### config.mk
export PLATFORM = sky130hd
export DESIGN_NAME = fetch_frontend
export DESIGN_NICKNAME = d
export VERILOG_FILES = /design/src/axi_pkg.sv /design/src/rv_pkg.sv /design/src/fetch_ctrl.sv /design/src/pc_queue.sv /design/src/inst_decoder.sv /design/src/inst_buffer.sv /design/src/fetch_frontend.sv
export VERILOG_INCLUDE_DIRS = /design/src
export SDC_FILE = /design/constraint.sdc
export NUM_CORES = 1
export LEC_CHECK = 0
export BUFFER_PORTS_ARGS = -buffer_cell sky130_fd_sc_hd__buf_2
export CAP_MARGIN = 10
export CORE_UTILIZATION = 51
export DETAILED_ROUTE_END_ITERATION = 12
export PLACE_DENSITY_LB_ADDON = 0.08
export SLEW_MARGIN = 20
export SYNTH_ARGS = -nofsm -noshare
export SYNTH_HDL_FRONTEND = slang
export SYNTH_SLANG_ARGS = --single-unit
### constraint.sdc
create_clock -name clk -period 6.2 [get_ports clk]
set_input_delay 0.62 -clock clk [delete_from_list [all_inputs] [get_ports clk]]
set_output_delay 0.62 -clock clk [all_outputs]
set_load 0.01 [all_outputs]
### src/frontend_defs.svh
/* global widths and limits for the fetch front end
   FE_MAX_INFLIGHT sets the pc queue depth and should stay a power of two */
`ifndef FRONTEND_DEFS_SVH
`define FRONTEND_DEFS_SVH

// data and address width
`define XLEN 32

// first fetch address after reset release
`define FE_RESET_PC 32'h8000_0000

// outstanding AXI reads allowed at once
`define FE_MAX_INFLIGHT 4

`endif

### src/axi_pkg.sv
/* AXI4-lite read channel payloads, handshake signals travel separately
   rresp is carried but not interpreted by the front end */
`include "frontend_defs.svh"

package axi_pkg;

  // unprivileged, secure, data access
  localparam logic [2:0] AXI_PROT_DEFAULT = 3'b000;

  // read address channel payload
  typedef struct packed {
    logic [`XLEN-1:0] araddr;
    logic [2:0]       arprot;
  } axi_ar_t;

  // read data channel payload
  typedef struct packed {
    logic [`XLEN-1:0] rdata;
    logic [1:0]       rresp;
  } axi_r_t;

endpackage

### src/rv_pkg.sv
/* RV32I encoding views and the decoded fetch packet
   only the base 32-bit encoding is covered, compressed forms are not */
`include "frontend_defs.svh"

package rv_pkg;

  // major opcodes used by the decoder
  localparam logic [6:0] OPC_LUI    = 7'b0110111;
  localparam logic [6:0] OPC_AUIPC  = 7'b0010111;
  localparam logic [6:0] OPC_JAL    = 7'b1101111;
  localparam logic [6:0] OPC_JALR   = 7'b1100111;
  localparam logic [6:0] OPC_BRANCH = 7'b1100011;
  localparam logic [6:0] OPC_LOAD   = 7'b0000011;
  localparam logic [6:0] OPC_STORE  = 7'b0100011;
  localparam logic [6:0] OPC_OPIMM  = 7'b0010011;
  localparam logic [6:0] OPC_OP     = 7'b0110011;
  localparam logic [6:0] OPC_SYSTEM = 7'b1110011;

  typedef enum logic [2:0] {
    FMT_R,
    FMT_I,
    FMT_S,
    FMT_B,
    FMT_U,
    FMT_J,
    FMT_ILL
  } rv_fmt_e;

  typedef struct packed {
    logic [6:0] funct7;
    logic [4:0] rs2;
    logic [4:0] rs1;
    logic [2:0] funct3;
    logic [4:0] rd;
    logic [6:0] opcode;
  } rv_r_t;

  typedef struct packed {
    logic [11:0] imm_11_0;
    logic [4:0]  rs1;
    logic [2:0]  funct3;
    logic [4:0]  rd;
    logic [6:0]  opcode;
  } rv_i_t;

  typedef struct packed {
    logic [6:0] imm_11_5;
    logic [4:0] rs2;
    logic [4:0] rs1;
    logic [2:0] funct3;
    logic [4:0] imm_4_0;
    logic [6:0] opcode;
  } rv_s_t;

  // branch offset is scattered, bit 0 implied zero
  typedef struct packed {
    logic       imm_12;
    logic [5:0] imm_10_5;
    logic [4:0] rs2;
    logic [4:0] rs1;
    logic [2:0] funct3;
    logic [3:0] imm_4_1;
    logic       imm_11;
    logic [6:0] opcode;
  } rv_b_t;

  typedef struct packed {
    logic [19:0] imm_31_12;
    logic [4:0]  rd;
    logic [6:0]  opcode;
  } rv_u_t;

  typedef struct packed {
    logic       imm_20;
    logic [9:0] imm_10_1;
    logic       imm_11;
    logic [7:0] imm_19_12;
    logic [4:0] rd;
    logic [6:0] opcode;
  } rv_j_t;

  // one instruction word, read through whichever format applies
  typedef union packed {
    rv_r_t r;
    rv_i_t i;
    rv_s_t s;
    rv_b_t b;
    rv_u_t u;
    rv_j_t j;
  } rv_inst_u;

  typedef struct packed {
    logic [`XLEN-1:0] pc;
    logic [`XLEN-1:0] inst;
    rv_fmt_e          fmt;
    logic [4:0]       rd;
    logic [4:0]       rs1;
    logic [4:0]       rs2;
    logic [`XLEN-1:0] imm;
    logic             uses_rd;
    logic             uses_rs1;
    logic             uses_rs2;
  } fetch_pkt_t;

endpackage

### src/fetch_ctrl.sv
/* issues one AXI read per accepted next-pc, boot fetch from FE_RESET_PC
   caller must not push into a full pc queue, ar_valid is held off instead */
`timescale 1ns/1ps
`include "frontend_defs.svh"

module fetch_ctrl (
  input  logic               clk,
  input  logic               rstn,
  input  logic               npc_valid,
  input  logic [`XLEN-1:0]   npc,
  output logic               npc_ready,
  output logic               ar_valid,
  input  logic               ar_ready,
  output axi_pkg::axi_ar_t   ar,
  input  logic               q_full,
  output logic               q_push,
  output logic [`XLEN-1:0]   q_pc
);
  import axi_pkg::*;

  typedef enum logic [1:0] {
    ST_RESET,
    ST_BOOT,
    ST_RUN
  } state_e;

  state_e             state;
  logic               pend_valid;
  logic [`XLEN-1:0]   pend_addr;
  logic               npc_fire;
  logic               ar_fire;

  // a new npc is only taken in run phase with the slot free
  assign npc_ready = (state == ST_RUN) && !pend_valid;
  assign npc_fire  = npc_valid && npc_ready;

  // in-flight limit enforced here through the queue full flag
  assign ar_valid = pend_valid && !q_full;
  assign ar_fire  = ar_valid && ar_ready;

  assign ar.araddr = pend_addr;
  assign ar.arprot = AXI_PROT_DEFAULT;

  // every issued address is remembered until its data returns
  assign q_push = ar_fire;
  assign q_pc   = pend_addr;

  always_ff @(posedge clk) begin
    if (!rstn) begin
      state <= ST_RESET;
    end else begin
      case (state)
        ST_RESET: state <= ST_BOOT;
        ST_BOOT:  state <= ST_RUN;
        default:  state <= ST_RUN;
      endcase
    end
  end

  // pending slot valid flag
  always_ff @(posedge clk) begin
    if (!rstn) begin
      pend_valid <= 1'b0;
    end else if (state == ST_BOOT) begin
      pend_valid <= 1'b1;
    end else if (npc_fire) begin
      pend_valid <= 1'b1;
    end else if (ar_fire) begin
      pend_valid <= 1'b0;
    end
  end

  // pending address payload
  always_ff @(posedge clk) begin
    if (state == ST_BOOT) begin
      pend_addr <= `FE_RESET_PC;
    end else if (npc_fire) begin
      pend_addr <= npc;
    end
  end

endmodule

### src/pc_queue.sv
/* circular FIFO of issued pcs, one entry per outstanding read
   no empty flag, pop is only legal while a read is outstanding */
`timescale 1ns/1ps
`include "frontend_defs.svh"

module pc_queue (
  input  logic               clk,
  input  logic               rstn,
  input  logic               push,
  input  logic [`XLEN-1:0]   push_pc,
  input  logic               pop,
  output logic               full,
  output logic [`XLEN-1:0]   head_pc
);
  localparam int DEPTH = `FE_MAX_INFLIGHT;
  localparam int PTR_W = (DEPTH > 1) ? $clog2(DEPTH) : 1;
  localparam int CNT_W = $clog2(DEPTH + 1);

  logic [`XLEN-1:0] mem [DEPTH];
  logic [PTR_W-1:0] wr_ptr;
  logic [PTR_W-1:0] rd_ptr;
  logic [CNT_W-1:0] count;

  assign full    = (count == CNT_W'(DEPTH));
  assign head_pc = mem[rd_ptr];

  always_ff @(posedge clk) begin
    if (push) begin
      mem[wr_ptr] <= push_pc;
    end
  end

  always_ff @(posedge clk) begin
    if (!rstn) begin
      wr_ptr <= '0;
      rd_ptr <= '0;
      count  <= '0;
    end else begin
      if (push) begin
        wr_ptr <= (wr_ptr == PTR_W'(DEPTH - 1)) ? '0 : wr_ptr + 1'b1;
      end
      if (pop) begin
        rd_ptr <= (rd_ptr == PTR_W'(DEPTH - 1)) ? '0 : rd_ptr + 1'b1;
      end
      // simultaneous push and pop leaves occupancy unchanged
      case ({push, pop})
        2'b10:   count <= count + 1'b1;
        2'b01:   count <= count - 1'b1;
        default: count <= count;
      endcase
    end
  end

endmodule

### src/inst_decoder.sv
/* purely combinational RV32I field and immediate extraction
   unknown opcodes give FMT_ILL with zero immediate, funct fields are not checked */
`timescale 1ns/1ps
`include "frontend_defs.svh"

module inst_decoder (
  input  logic [`XLEN-1:0] word,
  input  logic [`XLEN-1:0] pc,
  output rv_pkg::fetch_pkt_t pkt
);
  import rv_pkg::*;

  rv_inst_u inst;
  rv_fmt_e  fmt;

  assign inst = word;

  always_comb begin
    case (inst.r.opcode)
      OPC_LUI, OPC_AUIPC: fmt = FMT_U;
      OPC_JAL:            fmt = FMT_J;
      OPC_JALR, OPC_LOAD, OPC_OPIMM, OPC_SYSTEM: begin
        fmt = FMT_I;
      end
      OPC_BRANCH:         fmt = FMT_B;
      OPC_STORE:          fmt = FMT_S;
      OPC_OP:             fmt = FMT_R;
      default:            fmt = FMT_ILL;
    endcase
  end

  always_comb begin
    pkt.pc   = pc;
    pkt.inst = word;
    pkt.fmt  = fmt;
    // register fields are passed through raw regardless of format
    pkt.rd   = inst.r.rd;
    pkt.rs1  = inst.r.rs1;
    pkt.rs2  = inst.r.rs2;

    case (fmt)
      FMT_I: pkt.imm = {{20{inst.i.imm_11_0[11]}}, inst.i.imm_11_0};
      FMT_S: pkt.imm = {{20{inst.s.imm_11_5[6]}}, inst.s.imm_11_5, inst.s.imm_4_0};
      FMT_B: begin
        pkt.imm = {{19{inst.b.imm_12}}, inst.b.imm_12, inst.b.imm_11,
                   inst.b.imm_10_5, inst.b.imm_4_1, 1'b0};
      end
      FMT_U: pkt.imm = {inst.u.imm_31_12, 12'b0};
      FMT_J: begin
        pkt.imm = {{11{inst.j.imm_20}}, inst.j.imm_20, inst.j.imm_19_12,
                   inst.j.imm_11, inst.j.imm_10_1, 1'b0};
      end
      default: pkt.imm = '0;
    endcase

    // operand usage, ILL claims nothing
    case (fmt)
      FMT_R:        {pkt.uses_rd, pkt.uses_rs1, pkt.uses_rs2} = 3'b111;
      FMT_I:        {pkt.uses_rd, pkt.uses_rs1, pkt.uses_rs2} = 3'b110;
      FMT_S, FMT_B: {pkt.uses_rd, pkt.uses_rs1, pkt.uses_rs2} = 3'b011;
      FMT_U, FMT_J: {pkt.uses_rd, pkt.uses_rs1, pkt.uses_rs2} = 3'b100;
      default:      {pkt.uses_rd, pkt.uses_rs1, pkt.uses_rs2} = 3'b000;
    endcase
  end

endmodule

### src/inst_buffer.sv
/* two-entry packet FIFO between the AXI R channel and the consumer
   r_ready is low in reset and when both entries hold a packet */
`timescale 1ns/1ps

module inst_buffer (
  input  logic               clk,
  input  logic               rstn,
  input  logic               r_valid,
  output logic               r_ready,
  input  rv_pkg::fetch_pkt_t in_pkt,
  output logic               out_valid,
  input  logic               out_ready,
  output rv_pkg::fetch_pkt_t out,
  output logic               pop
);
  import rv_pkg::*;

  // head drives the output directly and skid catches one more
  fetch_pkt_t head_q;
  fetch_pkt_t skid_q;
  logic       head_v;
  logic       skid_v;
  logic       push;
  logic       deq;

  assign r_ready   = rstn && !(head_v && skid_v);
  assign push      = r_valid && r_ready;
  assign deq       = head_v && out_ready;
  assign pop       = push;
  assign out_valid = head_v;
  assign out       = head_q;

  always_ff @(posedge clk) begin
    if (!rstn) begin
      head_v <= 1'b0;
      skid_v <= 1'b0;
    end else if (deq) begin
      // a full buffer blocks push so skid and push never meet here
      if (skid_v) begin
        skid_v <= 1'b0;
      end else begin
        head_v <= push;
      end
    end else if (push) begin
      if (head_v) begin
        skid_v <= 1'b1;
      end else begin
        head_v <= 1'b1;
      end
    end
  end

  always_ff @(posedge clk) begin
    if (deq && skid_v) begin
      head_q <= skid_q;
    end else if (push && (!head_v || deq)) begin
      head_q <= in_pkt;
    end else if (push) begin
      skid_q <= in_pkt;
    end
  end

endmodule

### src/fetch_frontend.sv
/* RV32I fetch front end, npc in, AXI4-lite read out, decoded packets out
   packets leave in issue order, rresp errors are not reported */
`timescale 1ns/1ps
`include "frontend_defs.svh"

module fetch_frontend (
  input  logic               clk,
  input  logic               rstn,
  input  logic               npc_valid,
  output logic               npc_ready,
  input  logic [`XLEN-1:0]   npc,
  output logic               ar_valid,
  input  logic               ar_ready,
  output axi_pkg::axi_ar_t   ar,
  input  logic               r_valid,
  output logic               r_ready,
  input  axi_pkg::axi_r_t    r,
  output logic               out_valid,
  input  logic               out_ready,
  output rv_pkg::fetch_pkt_t out
);
  import rv_pkg::*;

  logic             q_push;
  logic [`XLEN-1:0] q_pc;
  logic             q_full;
  logic             q_pop;
  logic [`XLEN-1:0] head_pc;
  fetch_pkt_t       dec_pkt;

  fetch_ctrl u_ctrl (
    .clk       (clk),
    .rstn      (rstn),
    .npc_valid (npc_valid),
    .npc       (npc),
    .npc_ready (npc_ready),
    .ar_valid  (ar_valid),
    .ar_ready  (ar_ready),
    .ar        (ar),
    .q_full    (q_full),
    .q_push    (q_push),
    .q_pc      (q_pc)
  );

  pc_queue u_pcq (
    .clk     (clk),
    .rstn    (rstn),
    .push    (q_push),
    .push_pc (q_pc),
    .pop     (q_pop),
    .full    (q_full),
    .head_pc (head_pc)
  );

  // returned word pairs with the oldest outstanding pc
  inst_decoder u_dec (
    .word (r.rdata),
    .pc   (head_pc),
    .pkt  (dec_pkt)
  );

  inst_buffer u_buf (
    .clk       (clk),
    .rstn      (rstn),
    .r_valid   (r_valid),
    .r_ready   (r_ready),
    .in_pkt    (dec_pkt),
    .out_valid (out_valid),
    .out_ready (out_ready),
    .out       (out),
    .pop       (q_pop)
  );

endmodule

==> results of run 1 <==
-- cell usage in the layout (no fill, tap or decap), types with 6 or more instances in the layout --
cell type	instances
and2_1	11
clkbuf_16	42
buf_2	222
dfxtp_1	44
mux2_2	9
nand3_1	10
nand2_1	316
o21ai_0	10
ha_1	6
nor2b_1	6
nor2_1	32
edfxtp_1	332
mux4_2	32
a21oi_1	47
clkbuf_1	11
a31oi_1	12
buf_4	10
inv_1	11
-- worst max-delay path, stage by stage (launching register included) --
cell      delay, ps
dfxtp_1         390
nand2_1         180
nand3_1         290
inv_1           130
ha_1            180
inv_1            60
fa_1            370
xor2_1          160
or3_1           310
a21boi_0        160
-- area by class of cell --
class / instances / area share (%)
Clock buffer: 57 / 6.69
Clock inverter: 11 / 0.547
Inverter: 11 / 0.241
Multi-Input combinational cell: 559 / 19.4
Sequential cell: 378 / 63.5
Tap cell: 378 / 2.76
Timing Repair Buffer: 232 / 6.91
-- routing by layer --
metal | track usage (%) | vias to the layer above
met3 | 3.36 | 38
met2 | 33.2 | 247
li1 | - | 4049
met4 | 5.28 | 0
met1 | 26.7 | 4022
met5 | 0 | -
-- sequential cells by signal, indices dropped and copies added (netlist names), named ones only --
register / count
u_pcq.rd_ptr: 2
u_buf.out: 102
u_pcq.count: 3
u_pcq.wr_ptr: 2
u_buf.skid_v: 1
u_pcq.mem: 128
u_ctrl.q_pc: 32
u_buf.out_valid: 1
u_ctrl.state: 2
u_buf.skid_q: 102
u_ctrl.pend_valid: 1
-- worst max-delay path by stage --
stage | startpoint | end | slack, ps | cells past startpoint
after global routing | u_buf.out_valid | u_pcq.count[2] | 3750 | 9
final | u_buf.out_valid | u_pcq.count[2] | 3920 | 9
after detailed placement | out_ready | u_buf.out[5] | 3600 | 4
after global placement | out_ready | u_buf.out[5] | 3590 | 4
after floorplan | r_valid | u_buf.skid_q[0] | 320 | 2
after CTS | u_buf.out_valid | u_pcq.count[2] | 3920 | 9
-- power by group --
| group | internal, W | switching, W | leakage, nW |
|---|---|---|---|
| Combinational | 0.000176 | 0.000241 | 2.45 |
| Clock | 0.00133 | 0.000915 | 0.595 |
| Sequential | 0.00292 | 0.0000795 | 3.41 |
-- metrics by stage --
step                util (%)  cells  power (W)  hold WS [ps]
floorplan                  -   1017    0.00330           435
global placement        57.0   1558    0.00347           462
detailed placement      57.0   1558    0.00348           461
CTS                     61.4   1626    0.00572           294
global route            61.4   1626    0.00586           295
finish                  61.4   1626    0.00565           320
-- kinds of logic (layout without fill, tap and decap cells) --
group,Yosys count,after routing,share of synthesized area [%]
flip-flops,378,378,74.6
multiplexers,41,41,5.63
AND/OR/NAND/NOR,413,413,12.1
adder cells (fa/ha/maj),7,7,0.652
AO/OA/AOI/OAI,92,92,3.83
buffers and inverters,80,311,2.99
other,1,3,0.0257
XOR/XNOR,3,3,0.180
==> metrics, run 1 <==
leading cell types by count after synthesis=332 x edfxtp_1, 316 x nand2_1, 48 x a21oi_1; cell count of the worst reg-to-reg path=9; maximum clock frequency=approximately 440 MHz; fraction of the cycle the final worst path needs=36.8%; number of failing setup endpoints in the final timing report=0; number of flops mapped to enable cells by yosys=about 330; synth-to-layout area growth=17.5%; number of unique standard cell types used by synthesis=54; register-to-register setup slack=3920 ps; required time of the worst setup path=between 6000 and 7000 ps; detailed placement HPWL=16.6 mm; Worst Setup Slack, final=about 3900 ps; die width=171 um; type of destination of the critical path=register; endpoint arrival time on the critical path=~2700 ps; wire length of the first global-routing pass=~44 mm; met3 routed wirelength=approximately 1.6 mm; top layer reached by signal wires=met4; count of clock tree sinks=378; Synthesis Warnings=0; n_diodes=0; GRT overflow=0; class of the worst hold path=primary input to register; largest fanout on the critical path=8; count of hold-fix buffers inserted at cts=0; maximum clock path buffer count=3; via count of the first global-routing pass=8002; Routed met1 length=12.5 mm; final hold violation count=0; pin slew with the least headroom to its limit=973 ps; residual DRC count=0; Site Rows=61; clk slew on worst S/H paths=around 60 ps; share of async-settable or async-resettable flops after synthesis=0%; summed negative setup slack over all endpoints=0 ps; DRT Wirelength=28.4 mm; number of setup buffers added after CTS=0; dominant synthesized flop cell=edfxtp_1; setup repair after global routing missed its margin=no; Syn Area/Cell=14.4 sq um; area of the multi-input gates=between 3000 and 4000 sq um; status=finished, final reports clean; Die Footprint=roughly 30000 sq um; most numerous cell in the Yosys netlist=edfxtp_1; fin. max-slew vios=0; antenna violations before repair=0; synthesized cell area=14600 sq um; initial core utilization=52.2%; number of buffers created by CTS=40; post-route cell area=about 17000 sq um; Worst VDD drop=250 uV; latest clock arrival within the worst-skew pair=520 ps; Synth area leaders=edfxtp_1 68%, nand2_1 8.1%, dfxtp_1 6.3%; core footprint=27900 sq um; max_slew headroom=35.1%; source of the worst hold timing path=r[15]; Seq. cell area=between 10000 and 15000 sq um; ratio of cells with drive above 1 in the final layout=28.0%; number of vias after detailed routing=~8400; final weighted congestion in routability-driven placement=0.791; post-detailed-route count of antenna-violating nets=0; I/O pin cnt=228; cell count after synthesis=between 1000 and 1500; max cap viols=0; vertical die dimension=about 170 um; buffer cell driving the clock tree root=clkbuf_16; number of flip-flops and latches in the synthesized netlist=378; cell depth of the worst hold path=1; DP Worst Slack=~3600 ps; average wire per cell in the routed design=17.5 um; number of filler cells placed in the layout=2265; global-route usage over all layers=19.7%; H-tree lvl count=2; count of buffers from port buffering=about 220; static leakage=6.46 nW; post-synth top area cell=edfxtp_1; sequential area share after synthesis=between 70% and 80%; Critical Path Start Type=register; power density of the placed cells=roughly 330 nW/um^2; number of nets at the end of the flow=1301; CTS-repair resized insts=0; reg-to-reg endpoint=u_pcq.count[2]; post-route minimum period=approximately 2300 ps; launching point of the worst reg2reg path=u_buf.out_valid; endpoint of the worst hold path=u_buf.skid_q[66]; iteration-0 DRC count of the detailed router=about 520; detailed-routed wire length on met2=13.9 mm; fraction of post-synthesis cell area in the top cell type by area=68.3%; worst setup path category=register to register; largest net degree at the start of global routing=a little under 90; post-place instance area=approximately 16000 sq um; drt pass-1 iters=5; clock tree skew after final layout=18.1 ps; TritonCTS clock tree=done; average via count per standard cell=roughly 5.1
No activity file was read; power rests on OpenSTA's default activity.
==> inputs of run 2 (changes only) <==
- ABC_AREA: not set -> 1
- CORE_UTILIZATION: 51 -> 57
- clock period: 6.2 -> 2.22 ns (I/O delays scaled with it)
==> metrics, run 2 <==
status=finished, final reports clean; endpoint arrival time on the critical path=2240 ps (-490 ps); drt pass-1 iters=5 (unchanged); via count of the first global-routing pass=9302 (+16%); worst-path cell with the longest stage delay=dlygate4sd3_1; gate family responsible for the most delay along the worst path=simple AND/OR/NAND/NOR gates; initial core utilization=58.5% (+6.2 points); largest fanout on the critical path=20 (+12); type of destination of the critical path=register; maximum clock frequency=between 500 and 600 MHz; post-place instance area=16400 sq um (+3.1%); Synth area leaders=edfxtp_1 67%, nand2_1 9.7%, dfxtp_1 6.2%; fraction of the cycle the final worst path needs=89.7%; cell count after synthesis=1245 (+23%); maximum clock path buffer count=3 (unchanged); latest clock arrival within the worst-skew pair=510 ps (about the same); most numerous cell in the Yosys netlist=nand2_1; average via count per standard cell=5.25 (+2.2%); antenna violations before repair=0 (unchanged); post-detailed-route count of antenna-violating nets=0 (unchanged); wire length of the first global-routing pass=48.5 mm (+10%); residual DRC count=0 (unchanged); share of async-settable or async-resettable flops after synthesis=0% (unchanged); n_diodes=0 (unchanged); number of flip-flops in the largest register=128 (unchanged); fraction of post-synthesis cell area in the top cell type by area=67.1% (-1.2 points); Die Footprint=26700 sq um (-8.8%); top library cells by usage in the layout, fill and taps aside=382 x nand2_1, 332 x edfxtp_1, 222 x buf_2, 94 x nor2_1, 84 x o21ai_0; leading cell types by count after synthesis=383 x nand2_1, 332 x edfxtp_1, 101 x nor2_1; die width=163 um (-4.5%); clock tree skew after final layout=10.3 ps (-7.82 ps); CTS-repair resized insts=0 (unchanged); power density of the placed cells=876 nW/um^2 (+170%); worst setup path category=primary input to register; synthesized cell area=14900 sq um (+1.8%); required time of the worst setup path=2470 ps (-4180 ps); register bank with the most flops=u_pcq.mem; area of the multi-input gates=3480 sq um (+4.7%); synth-to-layout area growth=23.0%; max_slew headroom=58.5% (+23 points); number of buffers created by CTS=38 (-5.0%); number of flops mapped to enable cells by yosys=332 (unchanged); hold_ws=24.8 ps (-295 ps); post-route minimum period=1990 ps; post-route non-filler standard cell count=1879 (+16%); number of filler cells placed in the layout=1773 (-22%); Site Rows=58 (-4.9%); number of unique standard cell types used by synthesis=33 (-39%); setup repair after global routing missed its margin=no; Syn Area/Cell=11.9 sq um (-17%); Post-Place Cells=1749 (+12%); average wire per cell in the routed design=16.4 um (-6.3%); GRT overflow=0 (unchanged); Crit path buffers/inverters=3 (+1); static leakage=7.42 nW (+15%); buffer cell driving the clock tree root=clkbuf_16; count of buffers from port buffering=222 (unchanged); register-to-register setup slack=330 ps (-3590 ps); TritonCTS clock tree=done; number of nets at the end of the flow=1601 (+23%); post-synth top area cell=edfxtp_1; max cap viols=0 (unchanged); count of clock tree sinks=378 (unchanged); Critical Path Start Type=primary input; cell-by-cell listing of the critical path=dlygate4sd3_1 > buf_2 > nand2_2 > inv_1 > nand2_1 > nor2_1 > nor2_2 > nand2_4 > nand2_4 > nand2_2 > nand2_1 > nand2_1; core footprint=25400 sq um (-9.1%); clk slew on worst S/H paths=60 ps (about the same); CP dominant cell by count=nand2_1; class of the worst hold path=primary input to register; post-route cell area=18300 sq um (+6.5%); Worst VDD drop=655 uV (+160%); Worst path max stage delay=530 ps (+140 ps); final hold violation count=0 (unchanged); number of failing setup endpoints in the final timing report=0 (unchanged); Synthesis Warnings=0 (unchanged); ratio of cells with drive above 1 in the final layout=23.2% (-4.8 points); Layout Utilization=71.9% (+11 points); I/O pin cnt=228 (unchanged); pin slew with the least headroom to its limit=622 ps (-351 ps); largest net degree at the start of global routing=111 (+28%); most common cell after layout, fill and taps aside=nand2_1; total power consumption of the routed design=0.0160 W (+180%); vertical die dimension=163 um (-4.5%); sequential area share after synthesis=73.3% (-1.3 points); detailed placement HPWL=18.7 mm (+13%); global-route usage over all layers=23.3% (+3.6 points); DRT Wirelength=30.8 mm (+8.3%); H-tree lvl count=2 (unchanged); fin. max-slew vios=0 (unchanged); Seq. cell area=10900 sq um (about the same); number of vias after detailed routing=9870 (+18%); dominant synthesized flop cell=edfxtp_1; number of flip-flops and latches in the synthesized netlist=378 (unchanged); iteration-0 DRC count of the detailed router=811 (+57%); final weighted congestion in routability-driven placement=0.828 (+4.6%)
[run 2: cell count changes after synthesis, sizes merged, moves of 9 or more]
cell,previous run,this run
nand2,316,410
inv,11,43
nor2,34,109
o22ai,0,32
and2,16,6
clkbuf,21,35
nand3,11,40
mux4,32,0
mux2,9,0
o21ai,14,87
[run 2: repair_timing]
item                                   CTS  global route
hold buffers                            63             0
endpoints found under the hold margin   63             0
setup buffers                            0             0
[run 2: layer usage]
| metal | vias to the layer above | GRT usage [%] | routed length, um |
|---|---|---|---|
| met4 | 0 | 7.05 | 687 |
| met2 | 346 | 39.4 | 15200 |
| met3 | 48 | 3.22 | 1760 |
| met1 | 4648 | 31.4 | 13100 |
| li1 | 4828 | - | - |
| met5 | - | 0 | 0 |
[run 2: through the flow]
stage / setup slack [ps] / setup TNS [ps]
3_5_place_dp: 246 / 0
4_1_cts: 252 / 0
5_1_grt: 94.3 / 0
6_report: 229 / 0
3_3_place_gp: 261 / 0
2_1_floorplan: -527 / -160170
[run 2: kinds of logic (layout without fill, tap and decap cells)]
kind of cell / count (synthesis) / after routing / share of synthesized area [%]
other cells: 1 / 3 / 0.0252
compound gates: 170 / 170 / 6.10
buf+inv: 119 / 421 / 3.73
fa+ha+maj: 7 / 7 / 0.640
simple gates: 570 / 570 / 16.2
flops: 378 / 378 / 73.3
[run 2: final cells by class]
class	instances	area share, %
flip-flops and latches	378	59.6
multi-input cells	750	19.0
repair buffers	310	11.4
clock buffers	52	6.05
well taps	330	2.26
inverters	44	0.945
clock inverters	15	0.719
[run 2: final timing paths]
path / cells after the start / end / start
max: 12 / u_buf.out[29] / r[2]
min: 1 / u_buf.skid_q[84] / r[33]
max reg2reg: 10 / u_pcq.count[2] / u_buf.out_valid
min reg2reg: 1 / u_ctrl.state[0] / u_ctrl.state[1]
[run 2: worst reg2reg max path: cells and delay by family (launching register included)]
family | cells | cell delay [ps]
buffers and inverters | 2 | 130
adder cells (fa/ha/maj) | 2 | 540
AO/OA/AOI/OAI | 4 | 470
flip-flops | 1 | 370
AND/OR/NAND/NOR | 2 | 280
[run 2: power by group]
part           switching (W)  internal (W)  total [W]
logic               0.000883      0.000530    0.00141
registers           0.000201       0.00814    0.00835
clock network        0.00252       0.00372    0.00625
total                0.00361        0.0124     0.0160
==> inputs of run 3 (changes only) <==
- CORE_ASPECT_RATIO: not set -> 1.75
==> metrics, run 3 (synthesis gave the netlist of run 2 again) <==
status=finished, final reports clean; drt pass-1 iters=5 (unchanged); number of vias after detailed routing=9812 (-0.59%); Die Footprint=26700 sq um (about the same); cell depth of the worst hold path=3 (+2); clock tree skew after final layout=8.44 ps (-1.85 ps); count of clock tree sinks=378 (unchanged); I/O pin cnt=228 (unchanged); largest fanout on the critical path=16 (-20%); post-detailed-route count of antenna-violating nets=0 (unchanged); number of nets at the end of the flow=1600 (-0.062%); Layout Utilization=71.7% (-0.28 points); TritonCTS clock tree=done; area of the multi-input gates=3480 sq um (+0.14%); DRT Wirelength=31.2 mm (+1.3%); global-route usage over all layers=23.9% (+0.60 points); via count of the first global-routing pass=9580 (+3.0%); initial core utilization=58.4% (-0.081 points); number of filler cells placed in the layout=1785 (+0.68%); most common cell after layout, fill and taps aside=nand2_1; met2 capacity usage during global routing=44.4% (+5.0 points); max_slew headroom=50.2% (-8.3 points); register-to-register setup slack=230 ps (-100 ps); top library cells by usage in the layout, fill and taps aside=382 x nand2_1, 332 x edfxtp_1, 222 x buf_2, 94 x nor2_1, 84 x o21ai_0; grt met3 use=3.28% (+0.052 points); global routing usage on met1=26.7% (-4.8 points); GRT overflow=0 (unchanged); count of buffers from port buffering=222 (unchanged); Site Rows=77 (+33%); buffer cell driving the clock tree root=clkbuf_16; post-route non-filler standard cell count=1862 (-0.90%); post-route cell area=18200 sq um (-0.25%); endpoint arrival time on the critical path=2290 ps (+50 ps); class of the worst hold path=primary input to register; Worst VDD drop=955 uV (+46%); number of buffers created by CTS=34 (-11%); final weighted congestion in routability-driven placement=0.812 (-1.8%); cell count of the worst reg-to-reg path=6 (-4); static leakage=7.40 nW (-0.27%); fin. max-slew vios=0 (unchanged); max cap viols=0 (unchanged); vertical die dimension=216 um (+32%); DP Worst Slack=213 ps (-33.0 ps); worst setup path category=primary input to register; most used routing layer=met2; register bank with the most flops=u_pcq.mem; synth-to-layout area growth=22.7%; residual DRC count=0 (unchanged); average wire per cell in the routed design=16.7 um (+2.3%); die width=124 um (-24%); Seq. cell area=10900 sq um (unchanged); required time of the worst setup path=2490 ps (+20 ps); maximum clock path buffer count=3 (unchanged); number of flip-flops in the largest register=128 (unchanged); CTS-repair resized insts=0 (unchanged); Post-Place Cells=1739 (-0.57%); fraction of the cycle the final worst path needs=90.9% (+1.2 points); Critical Path Start Type=primary input; pin slew with the least headroom to its limit=746 ps (+125 ps); average via count per standard cell=5.27 (+0.32%); post-place instance area=16400 sq um (+0.26%); hold_ws=27.4 ps (+2.57 ps); ratio of cells with drive above 1 in the final layout=23.2% (about the same); H-tree lvl count=2 (unchanged); number of failing setup endpoints in the final timing report=0 (unchanged); core footprint=25400 sq um (+0.14%); final hold violation count=0 (unchanged); latest clock arrival within the worst-skew pair=510 ps (about the same); n_diodes=0 (unchanged); Worst Setup Slack, final=202 ps (-26.1 ps); post-route minimum period=2020 ps (+26.1 ps); clk slew on worst S/H paths=60 ps (about the same); wire length of the first global-routing pass=48.7 mm (+0.46%); largest net degree at the start of global routing=111 (unchanged); antenna violations before repair=0 (unchanged); detailed placement HPWL=19.6 mm (+4.4%); power density of the placed cells=867 nW/um^2 (-1.0%); setup repair after global routing missed its margin=no; maximum clock frequency=496 MHz (-1.3%); iteration-0 DRC count of the detailed router=687 (-15%); type of destination of the critical path=register
-- run 3: cell count changes in the layout (fill, tap and decap cells not counted), sizes merged --
| cell | change |
|---|---|
| clkinvlp | +2 |
| inv | +1 |
| clkinv | +1 |
| buf | +4 |
| clkbuf | -12 |
| dlygate4sd3 | -1 |
| bufinv | +2 |
-- run 3: routing by layer --
metal	wire [um]	part of all wire, %	up-vias
li1	-	-	4816
met1	11700	38	4638
met2	16800	54	297
met3	1500	4.8	61
met4	1120	3.6	0
met5	0	0	-
-- run 3: through the flow --
stage / total power (W) / setup TNS [ps]
after global routing: 0.0164 / 0
final: 0.0158 / 0
after detailed placement: 0.00982 / 0
after global placement: 0.00977 / 0
after CTS: 0.0159 / 0
after floorplan: 0.00922 / -160170
-- run 3: cell type report --
class	count	area share (%)
clock buffers	40	5.14
clock inverters	21	1.21
inverters	44	0.947
multi-input cells	750	19.1
flip-flops and latches	378	59.8
well taps	316	2.17
repair buffers	313	11.7
-- run 3: path summary, 6_finish.rpt --
| kind | start | end |
|---|---|---|
| setup / recovery | r[6] | u_buf.out[51] |
| hold / removal | rstn | u_pcq.wr_ptr[0] |
| setup reg to reg | register | u_buf.out[91] |
| hold reg to reg | u_pcq.count[0] | u_pcq.count[0] |
-- run 3: worst max-delay path, stage by stage --
cell           delay [ps]
dlygate4sd3_1         530
buf_2                 170
inv_1                 120
nor2_2                540
nand2_1               140
nand2_2               210
inv_2                  50
nand3_1                90
nand2_1                90
nand2_1                60
nand2_1                50
-- run 3: timing repair --
action / 4_1_cts / 5_1_grt
setup buffers: 0 / 0
hold buffers: 62 / 0
endpoints found under the setup margin: 0 / 0
hold endpoints to repair: 64 / 0
-- run 3: report_power, final --
part / switching [W] / total (W) / internal [W]
Clock: 0.00254 / 0.00606 / 0.00351
Combinational: 0.000886 / 0.00142 / 0.000536
Sequential: 0.000185 / 0.00832 / 0.00814
Total: 0.00361 / 0.0158 / 0.0122
